$ cat src/source/lrq_pkg.sv
package lrq_pkg;

  // ------------------------------------------------------------
  // Sizes
  // ------------------------------------------------------------

  // Load pipelines feeding the requester
  localparam int REQ_PORTS = 2;

  // Miss entries in the ring
  localparam int ENTRIES     = 4;
  localparam int ENTRY_IDX_W = $clog2(ENTRIES);

  localparam int PADDR_W    = 32;
  localparam int LINE_BYTES = 16;
  localparam int LINE_OFS_W = $clog2(LINE_BYTES);
  localparam int LINE_W     = LINE_BYTES * 8;

  // Top bits of the external bus tag name the requester
  localparam int L2_TAG_W = 8;
  localparam logic [1:0] TAG_UPPER_LRQ = 2'b01;

  // ------------------------------------------------------------
  // Types
  // ------------------------------------------------------------

  typedef logic [PADDR_W-1:0] paddr_t;

  // Address without the offset inside the line
  typedef logic [PADDR_W-LINE_OFS_W-1:0] line_addr_t;

  typedef logic [LINE_W-1:0] line_t;

  typedef logic [ENTRY_IDX_W-1:0] entry_idx_t;

  typedef logic [ENTRIES-1:0] entry_oh_t;

  typedef logic [REQ_PORTS-1:0] port_oh_t;

  typedef logic [L2_TAG_W-1:0] l2_tag_t;

  // What the fill path needs from one entry
  typedef struct packed {
    line_addr_t line;
    line_t      data;
  } fill_rec_t;

endpackage
$ cat src/source/l1d_load_requester.sv
`timescale 1ns/10ps

module l1d_load_requester (
  input  logic                i_clk,
  input  logic                i_reset_n,

  // Load pipelines
  input  lrq_pkg::port_oh_t   i_req_load,
  input  lrq_pkg::paddr_t     i_req_paddr [lrq_pkg::REQ_PORTS],
  output lrq_pkg::port_oh_t   o_resp_full,
  output lrq_pkg::port_oh_t   o_resp_conflict,
  output lrq_pkg::entry_oh_t  o_resp_index_oh [lrq_pkg::REQ_PORTS],

  // External read
  output logic                o_ext_req_valid,
  input  logic                i_ext_req_ready,
  output lrq_pkg::paddr_t     o_ext_req_addr,
  output lrq_pkg::l2_tag_t    o_ext_req_tag,

  input  logic                i_ext_resp_valid,
  input  lrq_pkg::l2_tag_t    i_ext_resp_tag,
  input  lrq_pkg::line_t      i_ext_resp_data,

  // L1D fill
  output logic                o_l1d_wr_valid,
  output lrq_pkg::paddr_t     o_l1d_wr_paddr,
  output lrq_pkg::line_t      o_l1d_wr_data,

  output logic                o_resolve_valid,
  output lrq_pkg::entry_oh_t  o_resolve_index_oh
);

  lrq_pkg::entry_oh_t  w_entry_valid;
  lrq_pkg::line_addr_t w_entry_line [lrq_pkg::ENTRIES];
  lrq_pkg::line_t      w_entry_data [lrq_pkg::ENTRIES];
  lrq_pkg::entry_oh_t  w_entry_done;
  lrq_pkg::entry_oh_t  w_send_ready;
  lrq_pkg::entry_oh_t  w_fill_ready;
  lrq_pkg::fill_rec_t  w_fill_rec [lrq_pkg::ENTRIES];

  lrq_pkg::entry_oh_t  w_load_oh;
  lrq_pkg::line_addr_t w_load_line [lrq_pkg::ENTRIES];
  lrq_pkg::entry_oh_t  w_clear_oh;
  lrq_pkg::entry_idx_t w_out_ptr;

  lrq_pkg::entry_oh_t  w_send_oh;
  lrq_pkg::line_addr_t w_send_line;
  lrq_pkg::entry_idx_t w_send_idx;
  logic                w_sent;

  lrq_pkg::entry_oh_t  w_resp_oh;
  lrq_pkg::line_t      w_resp_data;
  lrq_pkg::entry_oh_t  w_filled_oh;

  lrq_alloc u_alloc (
    .i_clk           (i_clk),
    .i_reset_n       (i_reset_n),
    .i_req_load      (i_req_load),
    .i_req_paddr     (i_req_paddr),
    .i_entry_valid   (w_entry_valid),
    .i_entry_line    (w_entry_line),
    .i_entry_done    (w_entry_done),
    .o_resp_full     (o_resp_full),
    .o_resp_conflict (o_resp_conflict),
    .o_resp_index_oh (o_resp_index_oh),
    .o_load_oh       (w_load_oh),
    .o_load_line     (w_load_line),
    .o_clear_oh      (w_clear_oh),
    .o_out_ptr       (w_out_ptr)
  );

  for (genvar e = 0; e < lrq_pkg::ENTRIES; e++) begin : g_entry
    lrq_entry u_entry (
      .i_clk        (i_clk),
      .i_reset_n    (i_reset_n),
      .i_load       (w_load_oh[e]),
      .i_load_line  (w_load_line[e]),
      .i_sent       (w_sent & w_send_oh[e]),
      .i_resp       (w_resp_oh[e]),
      .i_resp_data  (w_resp_data),
      .i_filled     (w_filled_oh[e]),
      .i_clear      (w_clear_oh[e]),
      .o_valid      (w_entry_valid[e]),
      .o_line       (w_entry_line[e]),
      .o_send_ready (w_send_ready[e]),
      .o_fill_ready (w_fill_ready[e]),
      .o_done       (w_entry_done[e]),
      .o_data       (w_entry_data[e])
    );

    assign w_fill_rec[e] = '{line: w_entry_line[e], data: w_entry_data[e]};
  end

  // ------------------------------------------------------------
  // External read request
  // ------------------------------------------------------------

  lrq_oldest_pick #(
    .T (lrq_pkg::line_addr_t)
  ) u_send_pick (
    .i_ready   (w_send_ready),
    .i_out_ptr (w_out_ptr),
    .i_payload (w_entry_line),
    .o_valid   (o_ext_req_valid),
    .o_pick_oh (w_send_oh),
    .o_payload (w_send_line)
  );

  always_comb begin
    w_send_idx = '0;
    for (int e = 0; e < lrq_pkg::ENTRIES; e++) begin
      if (w_send_oh[e]) begin
        w_send_idx = lrq_pkg::entry_idx_t'(e);
      end
    end
  end

  // Requester id on top, entry index at the bottom
  assign o_ext_req_tag = {lrq_pkg::TAG_UPPER_LRQ,
                          {(lrq_pkg::L2_TAG_W - $bits(lrq_pkg::TAG_UPPER_LRQ)
                            - lrq_pkg::ENTRY_IDX_W){1'b0}},
                          w_send_idx};
  assign o_ext_req_addr = {w_send_line, {lrq_pkg::LINE_OFS_W{1'b0}}};
  assign w_sent         = o_ext_req_valid & i_ext_req_ready;

  lrq_fill u_fill (
    .i_clk              (i_clk),
    .i_reset_n          (i_reset_n),
    .i_ext_resp_valid   (i_ext_resp_valid),
    .i_ext_resp_tag     (i_ext_resp_tag),
    .i_ext_resp_data    (i_ext_resp_data),
    .i_fill_ready       (w_fill_ready),
    .i_fill_rec         (w_fill_rec),
    .i_out_ptr          (w_out_ptr),
    .o_resp_oh          (w_resp_oh),
    .o_resp_data        (w_resp_data),
    .o_filled_oh        (w_filled_oh),
    .o_l1d_wr_valid     (o_l1d_wr_valid),
    .o_l1d_wr_paddr     (o_l1d_wr_paddr),
    .o_l1d_wr_data      (o_l1d_wr_data),
    .o_resolve_valid    (o_resolve_valid),
    .o_resolve_index_oh (o_resolve_index_oh)
  );

endmodule

$ cat src/source/lrq_fill.sv
`timescale 1ns/10ps

module lrq_fill (
  input  logic                i_clk,
  input  logic                i_reset_n,

  input  logic                i_ext_resp_valid,
  input  lrq_pkg::l2_tag_t    i_ext_resp_tag,
  input  lrq_pkg::line_t      i_ext_resp_data,

  input  lrq_pkg::entry_oh_t  i_fill_ready,
  input  lrq_pkg::fill_rec_t  i_fill_rec [lrq_pkg::ENTRIES],
  input  lrq_pkg::entry_idx_t i_out_ptr,

  output lrq_pkg::entry_oh_t  o_resp_oh,
  output lrq_pkg::line_t      o_resp_data,
  output lrq_pkg::entry_oh_t  o_filled_oh,

  output logic                o_l1d_wr_valid,
  output lrq_pkg::paddr_t     o_l1d_wr_paddr,
  output lrq_pkg::line_t      o_l1d_wr_data,

  output logic                o_resolve_valid,
  output lrq_pkg::entry_oh_t  o_resolve_index_oh
);

  logic                r_resp_valid;
  lrq_pkg::entry_idx_t r_resp_idx;
  lrq_pkg::line_t      r_resp_data;
  lrq_pkg::fill_rec_t  w_fill_rec;

  // ------------------------------------------------------------
  // Response capture
  // ------------------------------------------------------------

  always_ff @(posedge i_clk or negedge i_reset_n) begin
    if (!i_reset_n) begin
      r_resp_valid <= 1'b0;
    end else begin
      // Other requesters share the response bus
      r_resp_valid <= i_ext_resp_valid &
                      (i_ext_resp_tag[lrq_pkg::L2_TAG_W-1 -: $bits(lrq_pkg::TAG_UPPER_LRQ)] ==
                       lrq_pkg::TAG_UPPER_LRQ);
    end
  end

  always_ff @(posedge i_clk) begin
    r_resp_idx  <= i_ext_resp_tag[lrq_pkg::ENTRY_IDX_W-1:0];
    r_resp_data <= i_ext_resp_data;
  end

  assign o_resp_oh   = r_resp_valid ? (lrq_pkg::entry_oh_t'(1) << r_resp_idx) : '0;
  assign o_resp_data = r_resp_data;

  // ------------------------------------------------------------
  // L1D write of the oldest fill-ready entry
  // ------------------------------------------------------------

  lrq_oldest_pick #(
    .T (lrq_pkg::fill_rec_t)
  ) u_fill_pick (
    .i_ready   (i_fill_ready),
    .i_out_ptr (i_out_ptr),
    .i_payload (i_fill_rec),
    .o_valid   (o_l1d_wr_valid),
    .o_pick_oh (o_filled_oh),
    .o_payload (w_fill_rec)
  );

  assign o_l1d_wr_paddr = {w_fill_rec.line, {lrq_pkg::LINE_OFS_W{1'b0}}};
  assign o_l1d_wr_data  = w_fill_rec.data;

  always_ff @(posedge i_clk or negedge i_reset_n) begin
    if (!i_reset_n) begin
      o_resolve_valid    <= 1'b0;
      o_resolve_index_oh <= '0;
    end else begin
      o_resolve_valid    <= o_l1d_wr_valid;
      o_resolve_index_oh <= o_filled_oh;
    end
  end

  // The written entry has left fill-ready by the time it resolves
  a_write_resolves: assert property (
    @(posedge i_clk) disable iff (!i_reset_n)
    o_l1d_wr_valid |=> o_resolve_valid && ((o_resolve_index_oh & i_fill_ready) == '0)
  );

endmodule

$ cat src/source/lrq_oldest_pick.sv
`timescale 1ns/10ps

module lrq_oldest_pick #(
  parameter type T = lrq_pkg::line_addr_t
) (
  input  lrq_pkg::entry_oh_t  i_ready,
  input  lrq_pkg::entry_idx_t i_out_ptr,
  input  T                    i_payload [lrq_pkg::ENTRIES],

  output logic                o_valid,
  output lrq_pkg::entry_oh_t  o_pick_oh,
  output T                    o_payload
);

  // Search wraps around the ring starting at the oldest entry
  always_comb begin : search
    lrq_pkg::entry_idx_t idx;
    logic                found;
    found     = 1'b0;
    o_pick_oh = '0;
    for (int k = 0; k < lrq_pkg::ENTRIES; k++) begin
      idx = i_out_ptr + lrq_pkg::entry_idx_t'(k);
      if (!found && i_ready[idx]) begin
        o_pick_oh[idx] = 1'b1;
        found          = 1'b1;
      end
    end
  end

  assign o_valid = |o_pick_oh;

  // One-hot OR select that gives zero when nothing is picked
  always_comb begin
    o_payload = '0;
    for (int e = 0; e < lrq_pkg::ENTRIES; e++) begin
      if (o_pick_oh[e]) begin
        o_payload = T'(o_payload | i_payload[e]);
      end
    end
  end

endmodule

$ cat src/source/lrq_alloc.sv
`timescale 1ns/10ps

module lrq_alloc (
  input  logic                i_clk,
  input  logic                i_reset_n,

  input  lrq_pkg::port_oh_t   i_req_load,
  input  lrq_pkg::paddr_t     i_req_paddr [lrq_pkg::REQ_PORTS],

  input  lrq_pkg::entry_oh_t  i_entry_valid,
  input  lrq_pkg::line_addr_t i_entry_line [lrq_pkg::ENTRIES],
  input  lrq_pkg::entry_oh_t  i_entry_done,

  output lrq_pkg::port_oh_t   o_resp_full,
  output lrq_pkg::port_oh_t   o_resp_conflict,
  output lrq_pkg::entry_oh_t  o_resp_index_oh [lrq_pkg::REQ_PORTS],

  output lrq_pkg::entry_oh_t  o_load_oh,
  output lrq_pkg::line_addr_t o_load_line [lrq_pkg::ENTRIES],
  output lrq_pkg::entry_oh_t  o_clear_oh,
  output lrq_pkg::entry_idx_t o_out_ptr
);

  // Holds 0 to ENTRIES
  typedef logic [lrq_pkg::ENTRY_IDX_W:0] cnt_t;

  function automatic lrq_pkg::entry_oh_t rotl(lrq_pkg::entry_oh_t v, cnt_t n);
    logic [2*lrq_pkg::ENTRIES-1:0] w_dbl;
    w_dbl = {v, v} << n;
    return w_dbl[2*lrq_pkg::ENTRIES-1:lrq_pkg::ENTRIES];
  endfunction

  lrq_pkg::line_addr_t w_req_line [lrq_pkg::REQ_PORTS];
  lrq_pkg::entry_oh_t  w_hit_entry [lrq_pkg::REQ_PORTS];
  lrq_pkg::port_oh_t   w_hit_port;
  lrq_pkg::port_oh_t   w_no_conflict;
  lrq_pkg::port_oh_t   w_take;
  cnt_t                w_rank [lrq_pkg::REQ_PORTS];
  cnt_t                w_take_cnt;
  lrq_pkg::entry_oh_t  w_target [lrq_pkg::REQ_PORTS];
  logic                w_out_adv;

  lrq_pkg::entry_oh_t  r_in_ptr_oh;
  lrq_pkg::entry_oh_t  r_out_ptr_oh;
  cnt_t                r_free_cnt;

  // ------------------------------------------------------------
  // Conflict detection
  // ------------------------------------------------------------

  for (genvar p = 0; p < lrq_pkg::REQ_PORTS; p++) begin : g_port
    assign w_req_line[p] = i_req_paddr[p][lrq_pkg::PADDR_W-1:lrq_pkg::LINE_OFS_W];

    for (genvar e = 0; e < lrq_pkg::ENTRIES; e++) begin : g_cmp
      assign w_hit_entry[p][e] = i_req_load[p] & i_entry_valid[e] &
                                 (i_entry_line[e] == w_req_line[p]);
    end

    assign o_resp_conflict[p] = (|w_hit_entry[p]) | w_hit_port[p];
    assign o_resp_index_oh[p] = w_hit_entry[p];
    assign w_no_conflict[p]   = i_req_load[p] & ~o_resp_conflict[p];
    assign o_resp_full[p]     = w_no_conflict[p] & ~w_take[p];
    assign w_target[p]        = rotl(r_in_ptr_oh, w_rank[p]);

    // Lines in the ring are unique, so at most one entry can match
    a_index_onehot: assert property (
      @(posedge i_clk) disable iff (!i_reset_n)
      $onehot0(o_resp_index_oh[p])
    );
  end

  // Same line from a lower port in this cycle
  always_comb begin
    for (int p = 0; p < lrq_pkg::REQ_PORTS; p++) begin
      w_hit_port[p] = 1'b0;
      for (int q = 0; q < p; q++) begin
        if (i_req_load[p] && i_req_load[q] && (w_req_line[p] == w_req_line[q])) begin
          w_hit_port[p] = 1'b1;
        end
      end
    end
  end

  // ------------------------------------------------------------
  // Ranking against free entries
  // ------------------------------------------------------------

  always_comb begin : rank_calc
    cnt_t acc;
    acc        = '0;
    w_take_cnt = '0;
    for (int p = 0; p < lrq_pkg::REQ_PORTS; p++) begin
      w_rank[p] = acc;
      w_take[p] = w_no_conflict[p] & (acc < r_free_cnt);
      acc        = acc + cnt_t'(w_no_conflict[p]);
      w_take_cnt = w_take_cnt + cnt_t'(w_take[p]);
    end
  end

  // Taken ports land on consecutive entries from the in pointer
  always_comb begin
    o_load_oh = '0;
    for (int e = 0; e < lrq_pkg::ENTRIES; e++) begin
      o_load_line[e] = '0;
    end
    for (int p = 0; p < lrq_pkg::REQ_PORTS; p++) begin
      for (int e = 0; e < lrq_pkg::ENTRIES; e++) begin
        if (w_take[p] && w_target[p][e]) begin
          o_load_oh[e]   = 1'b1;
          o_load_line[e] = w_req_line[p];
        end
      end
    end
  end

  // ------------------------------------------------------------
  // Release in ring order
  // ------------------------------------------------------------

  assign o_clear_oh = i_entry_done & r_out_ptr_oh;
  assign w_out_adv  = |o_clear_oh;

  always_comb begin
    o_out_ptr = '0;
    for (int e = 0; e < lrq_pkg::ENTRIES; e++) begin
      if (r_out_ptr_oh[e]) begin
        o_out_ptr = lrq_pkg::entry_idx_t'(e);
      end
    end
  end

  always_ff @(posedge i_clk or negedge i_reset_n) begin
    if (!i_reset_n) begin
      r_in_ptr_oh  <= lrq_pkg::entry_oh_t'(1);
      r_out_ptr_oh <= lrq_pkg::entry_oh_t'(1);
      r_free_cnt   <= cnt_t'(lrq_pkg::ENTRIES);
    end else begin
      r_in_ptr_oh  <= rotl(r_in_ptr_oh, w_take_cnt);
      if (w_out_adv) begin
        r_out_ptr_oh <= rotl(r_out_ptr_oh, cnt_t'(1));
      end
      r_free_cnt <= r_free_cnt - w_take_cnt + cnt_t'(w_out_adv);
    end
  end

endmodule

$ cat src/source/lrq_entry.sv
`timescale 1ns/10ps

module lrq_entry (
  input  logic                i_clk,
  input  logic                i_reset_n,

  input  logic                i_load,
  input  lrq_pkg::line_addr_t i_load_line,
  input  logic                i_sent,
  input  logic                i_resp,
  input  lrq_pkg::line_t      i_resp_data,
  input  logic                i_filled,
  input  logic                i_clear,

  output logic                o_valid,
  output lrq_pkg::line_addr_t o_line,
  output logic                o_send_ready,
  output logic                o_fill_ready,
  output logic                o_done,
  output lrq_pkg::line_t      o_data
);

  typedef enum logic [2:0] {
    ST_IDLE,
    ST_WAIT_SEND,
    ST_WAIT_RESP,
    ST_FILL_READY,
    ST_DONE
  } state_t;

  state_t              r_state;
  state_t              w_state_next;
  lrq_pkg::line_addr_t r_line;
  lrq_pkg::line_t      r_data;

  // Each step waits for its own strobe
  always_comb begin
    w_state_next = r_state;
    case (r_state)
      ST_IDLE:       if (i_load)   w_state_next = ST_WAIT_SEND;
      ST_WAIT_SEND:  if (i_sent)   w_state_next = ST_WAIT_RESP;
      ST_WAIT_RESP:  if (i_resp)   w_state_next = ST_FILL_READY;
      ST_FILL_READY: if (i_filled) w_state_next = ST_DONE;
      ST_DONE:       if (i_clear)  w_state_next = ST_IDLE;
      default:                     w_state_next = ST_IDLE;
    endcase
  end

  always_ff @(posedge i_clk or negedge i_reset_n) begin
    if (!i_reset_n) begin
      r_state <= ST_IDLE;
    end else begin
      r_state <= w_state_next;
    end
  end

  // Line address and returned data
  always_ff @(posedge i_clk) begin
    if (i_load) begin
      r_line <= i_load_line;
    end
    if (i_resp && (r_state == ST_WAIT_RESP)) begin
      r_data <= i_resp_data;
    end
  end

  assign o_valid      = (r_state != ST_IDLE);
  assign o_line       = r_line;
  assign o_send_ready = (r_state == ST_WAIT_SEND);
  assign o_fill_ready = (r_state == ST_FILL_READY);
  assign o_done       = (r_state == ST_DONE);
  assign o_data       = r_data;

  // Allocator must only hand out idle entries
  a_load_idle: assert property (
    @(posedge i_clk) disable iff (!i_reset_n)
    i_load |-> !o_valid
  );

endmodule

$ cat config.mk
export PLATFORM = sky130hd
export DESIGN_NAME = l1d_load_requester
export DESIGN_NICKNAME = d
export VERILOG_FILES = /design/src/source/lrq_pkg.sv /design/src/source/l1d_load_requester.sv /design/src/source/lrq_fill.sv /design/src/source/lrq_oldest_pick.sv /design/src/source/lrq_alloc.sv /design/src/source/lrq_entry.sv
export SDC_FILE = /design/constraint.sdc
export NUM_CORES = 1
export LEC_CHECK = 0
export ABC_AREA = 1
export BUFFER_PORTS_ARGS = -buffer_cell sky130_fd_sc_hd__buf_4
export CELL_PAD_IN_SITES_DETAIL_PLACEMENT = 0
export CELL_PAD_IN_SITES_GLOBAL_PLACEMENT = 2
export CORE_MARGIN = 2
export CORE_UTILIZATION = 35
export CTS_BUF_LIST = sky130_fd_sc_hd__clkbuf_4 sky130_fd_sc_hd__clkbuf_8
export CTS_CLUSTER_DIAMETER = 40
export CTS_CLUSTER_SIZE = 25
export DETAILED_ROUTE_END_ITERATION = 7
export PLACE_DENSITY_LB_ADDON = 0.1
export SLEW_MARGIN = 20
export SYNTH_ARGS = -nofsm -noshare
export SYNTH_HDL_FRONTEND = slang
export SYNTH_SLANG_ARGS = --single-unit
$ cat constraint.sdc
create_clock -name i_clk -period 12.8 [get_ports i_clk]
set_clock_uncertainty 0.15 [all_clocks]
set_input_delay 0.64 -clock i_clk [delete_from_list [all_inputs] [get_ports i_clk]]
set_output_delay 0.64 -clock i_clk [all_outputs]
set_load 0.02 [all_outputs]
==> run summary, run 1 <==
Post-CTS Setup Bufs: 0
Mapped Area: 0.0339 mm2
FF-to-FF setup slack: 8160 ps
die width: 315 um
Core Box Area: 0.0964 mm2
initial core utilization: 0.352
final period utilization: 0.492
asr flop ratio synth: 0.0370
Rows: 114
sw frac: 0.432
wire per inst: 25.6 um
1st-pass router iterations: 7
final hold vios: 0
fillcell total: 9337
Setup crit end kind: primary output
top cells by area, synth: edfxtp_1 55%, nand2_1 14%, dfxtp_1 7.7%
Post-Layout Inst Area: 0.0421 mm2
internal power: 0.00552 W
worst r2r path cells: 15
clock root buffer master: clkbuf_8
routed wire length: 137 mm
Detailed Route Iter0 Violations: 2276
Final Slew Violations: 0
hpwl dp: 94.6 mm
vias after detailed routing: 27500
Port Buf Inserts: 398
ys flop type: edfxtp_1
GRT Resource Usage Total: 0.271
Worst R2R End: u_alloc.r_free_cnt[2]$_DFF_PN1_
top cells by count, synth: 1241 x nand2_1, 624 x edfxtp_1, 262 x inv_1
critical-path cell with the highest stage delay: buf_4
largest area contributor in the netlist: edfxtp_1
Fmax: 159 MHz
Worst slew margin: 0.257
global-route wire length before repair: 192 mm
RSZ-0062 raised after global routing: false
Placed Area: 0.0380 mm2
distinct cell type count after synthesis: 45
initial antenna violation count: 8
crit-path most repeated cell: buf_4
chip height: 315 um
IR drop worst, VDD: 0.200 mV
sequential area share after synthesis: 0.651
Synth top area share: 0.553
Worst-Skew Late Latency: 790 ps
largest stage delay on the critical path: 840 ps
Leak: 16.8 nW
Sink Count: 783
Nets: 4191
max-cap violations: 0
Worst Setup Start Kind: flop
outcome: finished clean
crit path cell chain: nor2_2 > ha_1 > nor2_1 > inv_1 > mux2i_1 > nor2_1 > nand3_1 > nand2_1 > nor2_2 > buf_4 > inv_4 > buf_4 > nand2_1 > nand4_1 > buf_4
Sum Neg Setup Slack: 0 ps
vias in the first global route: 26800
number of vias per cell: 5.12
CTS tree: built
share of cells above drive strength 1: 0.170
hold_sp: i_req_paddr[48]
combinational power share: 0.419
hold path depth: 3
Sw Pwr: 0.00421 W
GP Congestion: 1.01
post-route non-filler standard cell count: 5359
ANT nets after route: 0
Least-Margin Pin Slew: 1110 ps
Seq cells post-synth: 783
drt drc: 0
clock power share: 0.244
Worst-path clk slew: 70 ps
Synth warnings: 0
Min Clock Period, post-route: 6300 ps
Mean Syn Cell Area: 9.83 um2
Ports: 425
Sequential Power Share: 0.337
path category of the worst min-delay check: input pin to flop
total of cells resized after clock tree synthesis: 0
CP Max Fanout: 71
Worst Path Arrival: 5510 ps
Cells after DPL: 5003
Area growth, synth to finish: 24.0%
WP data required: 12010 ps
RR Startpoint: g_entry[2].u_entry.o_line[3]$_DFFE_PP_
Crit Path Category: flop to primary output
DIE AREA: 0.0994 mm2
Num CTS Buffers: 114
Congestion Overflow GR: 0
hold endpoint: g_entry[1].u_entry.o_line[12]$_DFFE_PP_
Max clock buf depth: 3
Synth Instances: 3450
# hold bufs at CTS: 133
htree depth: 3
pin count of the biggest net entering global routing: 134
PD cells: 231 mW/mm2
Post-synth EDFFs: 624
count leader, synth: nand2_1
Setup Viol. Count Final: 0
[worst max-delay path by stage]
stage,start,to,slack (ps),cells past startpoint
final,u_alloc.r_out_ptr_oh[3]$_DFFE_PN0P_,o_l1d_wr_data[116],6500,15
after global routing,u_alloc.r_out_ptr_oh[3]$_DFFE_PN0P_,o_l1d_wr_data[102],6030,15
after CTS,u_alloc.r_out_ptr_oh[3]$_DFFE_PN0P_,o_l1d_wr_data[86],6340,15
after detailed placement,u_alloc.r_out_ptr_oh[3]$_DFFE_PN0P_,o_l1d_wr_data[116],7230,15
after global placement,u_alloc.r_out_ptr_oh[3]$_DFFE_PN0P_,o_l1d_wr_data[110],7200,15
after floorplan,g_entry[1].u_entry.r_state[2]$_DFFE_PN0P_,g_entry[1].u_entry.o_data[0]$_DFFE_PP_,5920,5
[per-stage QoR]
step	hold slack, ps	util	worst slack, ps	power (W)
after floorplan	194	-	5920	0.00537
after global placement	291	0.394	7200	0.00734
after detailed placement	308	0.394	7230	0.00737
after CTS	32.2	0.436	6340	0.00980
after global routing	95.3	0.436	6030	0.0102
final	118	0.436	6500	0.00973
[state kept, by name, indices dropped and copies added (netlist names), 2 cells and up]
name,cells
u_fill.o_resp_data,128
u_alloc.r_in_ptr_oh,4
u_fill.o_resolve_index_oh,4
u_alloc.r_free_cnt,3
u_fill.r_resp_idx,2
g_entry.u_entry.o_data,512
g_entry.u_entry.r_state,12
u_alloc.r_out_ptr_oh,4
g_entry.u_entry.o_line,112
[power by group through the flow]
stage               Clock, W  Combinational [W]  Sequential (W)
finish               0.00237            0.00408         0.00328
global route         0.00253            0.00434         0.00330
CTS                  0.00243            0.00409         0.00327
detailed placement         0            0.00404         0.00333
global placement           0            0.00402         0.00332
floorplan                  0            0.00213         0.00324
[cells by family (layout without fill, tap and decap cells)]
| kind of cell | after synthesis | count (layout) | synth area share |
|---|---|---|---|
| AND/OR/NAND/NOR | 1792 | 1792 | 0.221 |
| flip-flops | 783 | 783 | 0.651 |
| buffers and inverters | 449 | 1064 | 0.0586 |
| AO/OA/AOI/OAI | 394 | 394 | 0.0608 |
| XOR/XNOR | 20 | 20 | 0.00516 |
| adder cells (fa/ha/maj) | 9 | 9 | 0.00354 |
| other | 2 | 20 | 0.000221 |
| multiplexers | 1 | 1 | 0.000295 |
[layout make-up]
type,instances,area [um2],area share
repair buffers,559,4570,0.109
diodes,6,15.0,0.000357
inverters,288,1080,0.0258
flip-flops and latches,783,22100,0.525
clock inverters,83,998,0.0237
well taps,1276,1600,0.0380
clock buffers,134,1770,0.0421
multi-input cells,2230,9960,0.237
[worst max-delay path: cells and delay by family, from the launching register on]
kind / cells / cell delay [ps]
DFF: 1 / 560
adders and majority gates: 1 / 460
buffers and inverters: 5 / 2210
and+or+nand+nor: 8 / 1250
muxes: 1 / 100
[routing by layer]
layer  up-vias  global-route usage  part of all wire
li1      12700                   -                 -
met3       217              0.0619             0.078
met1     13400               0.345              0.41
met4         8               0.108             0.039
met5         -                   0           0.00033
met2      1071               0.445              0.47
[placed cells by master, fill, tap and decap left out, drive strengths merged]
| cell | count |
|---|---|
| clkbuf | 134 |
| nand2 | 1245 |
| nor2b | 1 |
| nor4 | 3 |
| o21ai | 270 |
| dfxtp | 130 |
| a31oi | 2 |
| a311oi | 1 |
| nand3 | 185 |
| bufinv | 16 |
| o22ai | 40 |
| clkinv | 39 |
| diode | 6 |
| inv | 303 |
| conb | 14 |
| dlygate4sd3 | 133 |
| nand4 | 162 |
| and2 | 1 |
| a21oi | 77 |
| mux2i | 1 |
| dfrtp | 26 |
| clkinvlp | 13 |
| buf | 426 |
| xor2 | 10 |
| or2 | 1 |
| edfxtp | 624 |
| xnor2 | 10 |
| nor3 | 16 |
| nor2 | 178 |
| o21bai | 2 |
| dfstp | 3 |
| ha | 8 |
| o211ai | 2 |
| fa | 1 |
Power figures use the tool's default switching activity.
==> run 2: changes to the inputs <==
- clock period: 12.8 -> 6.21 ns (I/O delays scaled with it)
==> run 2 against run 1 <==
- sequential cell count is the same
- register-to-register slack lost 6900 ps
- first-iteration DRC count grew 1.9%
- critical path depth grew 1
- combinational power grew 110%
- core utilization grew 1.8 points
- die area is the same
- non-clock buffer count grew 184
- largest power group unchanged
==> run summary, run 2 (synthesized netlist as in run 1, its figures left out) <==
IR drop worst, VDD: 0.308 mV
Final Slew Violations: 0
PD cells: 454 mW/mm2
Max clock buf depth: 3
Worst-Skew Late Latency: 800 ps
clock root buffer master: clkbuf_8
Crit Path Category: flop to primary output
final period utilization: 0.917
Post-CTS Setup Bufs: 0
worst r2r path cells: 17
# hold bufs at CTS: 315
Port Buf Inserts: 398
routed wire length: 133 mm
Min Clock Period, post-route: 5690 ps
Nets: 4374
max-cap violations: 0
wire per inst: 24.1 um
Num CTS Buffers: 113
vias in the first global route: 27400
DP Worst Slack: 1310 ps
Ports: 425
die width: 315 um
most common cell after layout, fill and taps aside: nand2_1
Worst Setup SP: u_alloc.r_out_ptr_oh[3]$_DFFE_PN0P_
total of cells resized after clock tree synthesis: 0
DIE AREA: 0.0994 mm2
Sink Count: 783
path category of the worst min-delay check: input pin to flop
fillcell total: 9277
Most Crowded Layer GR: met2
pin count of the biggest net entering global routing: 129
met1 GRT Util: 0.324
CTS tree: built
Core Box Area: 0.0964 mm2
global-route wire length before repair: 188 mm
chip height: 315 um
htree depth: 3
Placed Area: 0.0380 mm2
Worst Path Arrival: 5230 ps
share of cells above drive strength 1: 0.164
hold path depth: 2
number of vias per cell: 5.06
final setup margin: 517 ps
met3 Use GR: 0.0622
FF-to-FF setup slack: 1310 ps
Worst Setup Start Kind: flop
Worst-path clk slew: 70 ps
Sum Neg Setup Slack: 0 ps
GRT Resource Usage Total: 0.262
crit path to: o_l1d_wr_data[61]
CP Max Fanout: 48
Least-Margin Pin Slew: 1260 ps
initial antenna violation count: 11
final hold vios: 0
Setup Viol. Count Final: 0
Fmax: 176 MHz
Leak: 17.5 nW
Worst slew margin: 0.157
RSZ-0062 raised after global routing: false
GP Congestion: 1.02
RR Startpoint: g_entry[0].u_entry.r_state[2]$_DFFE_PN0P_
outcome: finished clean
met2 usage: 0.439
Detailed Route Iter0 Violations: 2319
ANT nets after route: 0
hpwl dp: 90.6 mm
Area growth, synth to finish: 29.2%
Worst R2R End: g_entry[2].u_entry.o_line[9]$_DFFE_PP_
drt drc: 0
Rows: 114
1st-pass router iterations: 6
Congestion Overflow GR: 0
initial core utilization: 0.352
Post-Layout Inst Area: 0.0438 mm2
Setup crit end kind: primary output
WP data required: 5750 ps
max reg flops: 512
Tot Pwr: 0.0199 W
commonest non-fill, non-tap cells in the layout: 1241 x nand2_1, 624 x edfxtp_1, 422 x buf_4
vias after detailed routing: 28000
run 2: cell count changes in the layout (fill, tap and decap cells not counted), moves of 3 or more:
cell	delta
clkinv_1	-6
clkinvlp_4	+11
clkinv_8	-3
inv_8	+3
inv_6	+5
dlygate4sd3_1	+181
clkbuf_4	-4
buf_12	+4
bufinv_16	-5
run 2: power breakdown:
group | total, W | switching [W] | internal (W)
sequential | 0.00679 | 0.000530 | 0.00626
combinational | 0.00843 | 0.00583 | 0.00260
clock | 0.00467 | 0.00226 | 0.00241
total | 0.0199 | 0.00862 | 0.0113
run 2: critical path: stages, from the launching register on:
cell,delay [ps]
dfrtp_1,540
nor2_2,440
inv_2,120
ha_1,360
inv_1,80
nand2_1,80
nand2_2,80
nor2_4,160
nand2_2,70
inv_2,70
nand2_1,100
nand3_4,590
buf_4,550
buf_4,630
nand2_1,130
nand4_1,140
buf_4,170
run 2: worst min path at each step:
| stage | from | to |
|---|---|---|
| 3_3_place_gp | i_reset_n | u_fill.o_resolve_index_oh[3]$_DFF_PN0_ |
| 3_5_place_dp | i_reset_n | g_entry[1].u_entry.r_state[2]$_DFFE_PN0P_ |
| 5_1_grt | i_ext_resp_data[105] | u_fill.o_resp_data[105]$_DFF_P_ |
| 6_report | i_ext_resp_data[109] | u_fill.o_resp_data[109]$_DFF_P_ |
| 2_1_floorplan | i_reset_n | g_entry[0].u_entry.r_state[0]$_DFFE_PN0P_ |
| 4_1_cts | i_ext_resp_data[12] | u_fill.o_resp_data[12]$_DFF_P_ |
run 2: routing by layer:
| metal | part of all wire | vias to the layer above |
|---|---|---|
| li1 | - | 13100 |
| met1 | 0.40 | 13600 |
| met2 | 0.48 | 1056 |
| met3 | 0.075 | 254 |
| met4 | 0.042 | 8 |
| met5 | 0.00032 | - |
run 2: per-stage QoR:
stage / utilization / hold slack [ps] / instances
floorplan: - / -135 / 3462
detailed placement: 0.394 / 125 / 5005
finish: 0.454 / 53.1 / 5542
CTS: 0.454 / 0.166 / 5535
global placement: 0.394 / 112 / 5005
global route: 0.454 / 13.4 / 5539
run 2: cell type report:
class | instances | area, um2 | share of cell area
antenna | 7 | 17.5 | 0.000400
timing repair buffer | 743 | 6450 | 0.147
tap | 1276 | 1600 | 0.0364
clock inverter | 87 | 916 | 0.0209
clock buffer | 128 | 1710 | 0.0391
multi-input combinational | 2230 | 9980 | 0.228
inverter | 288 | 1080 | 0.0247
sequential | 783 | 22100 | 0.504
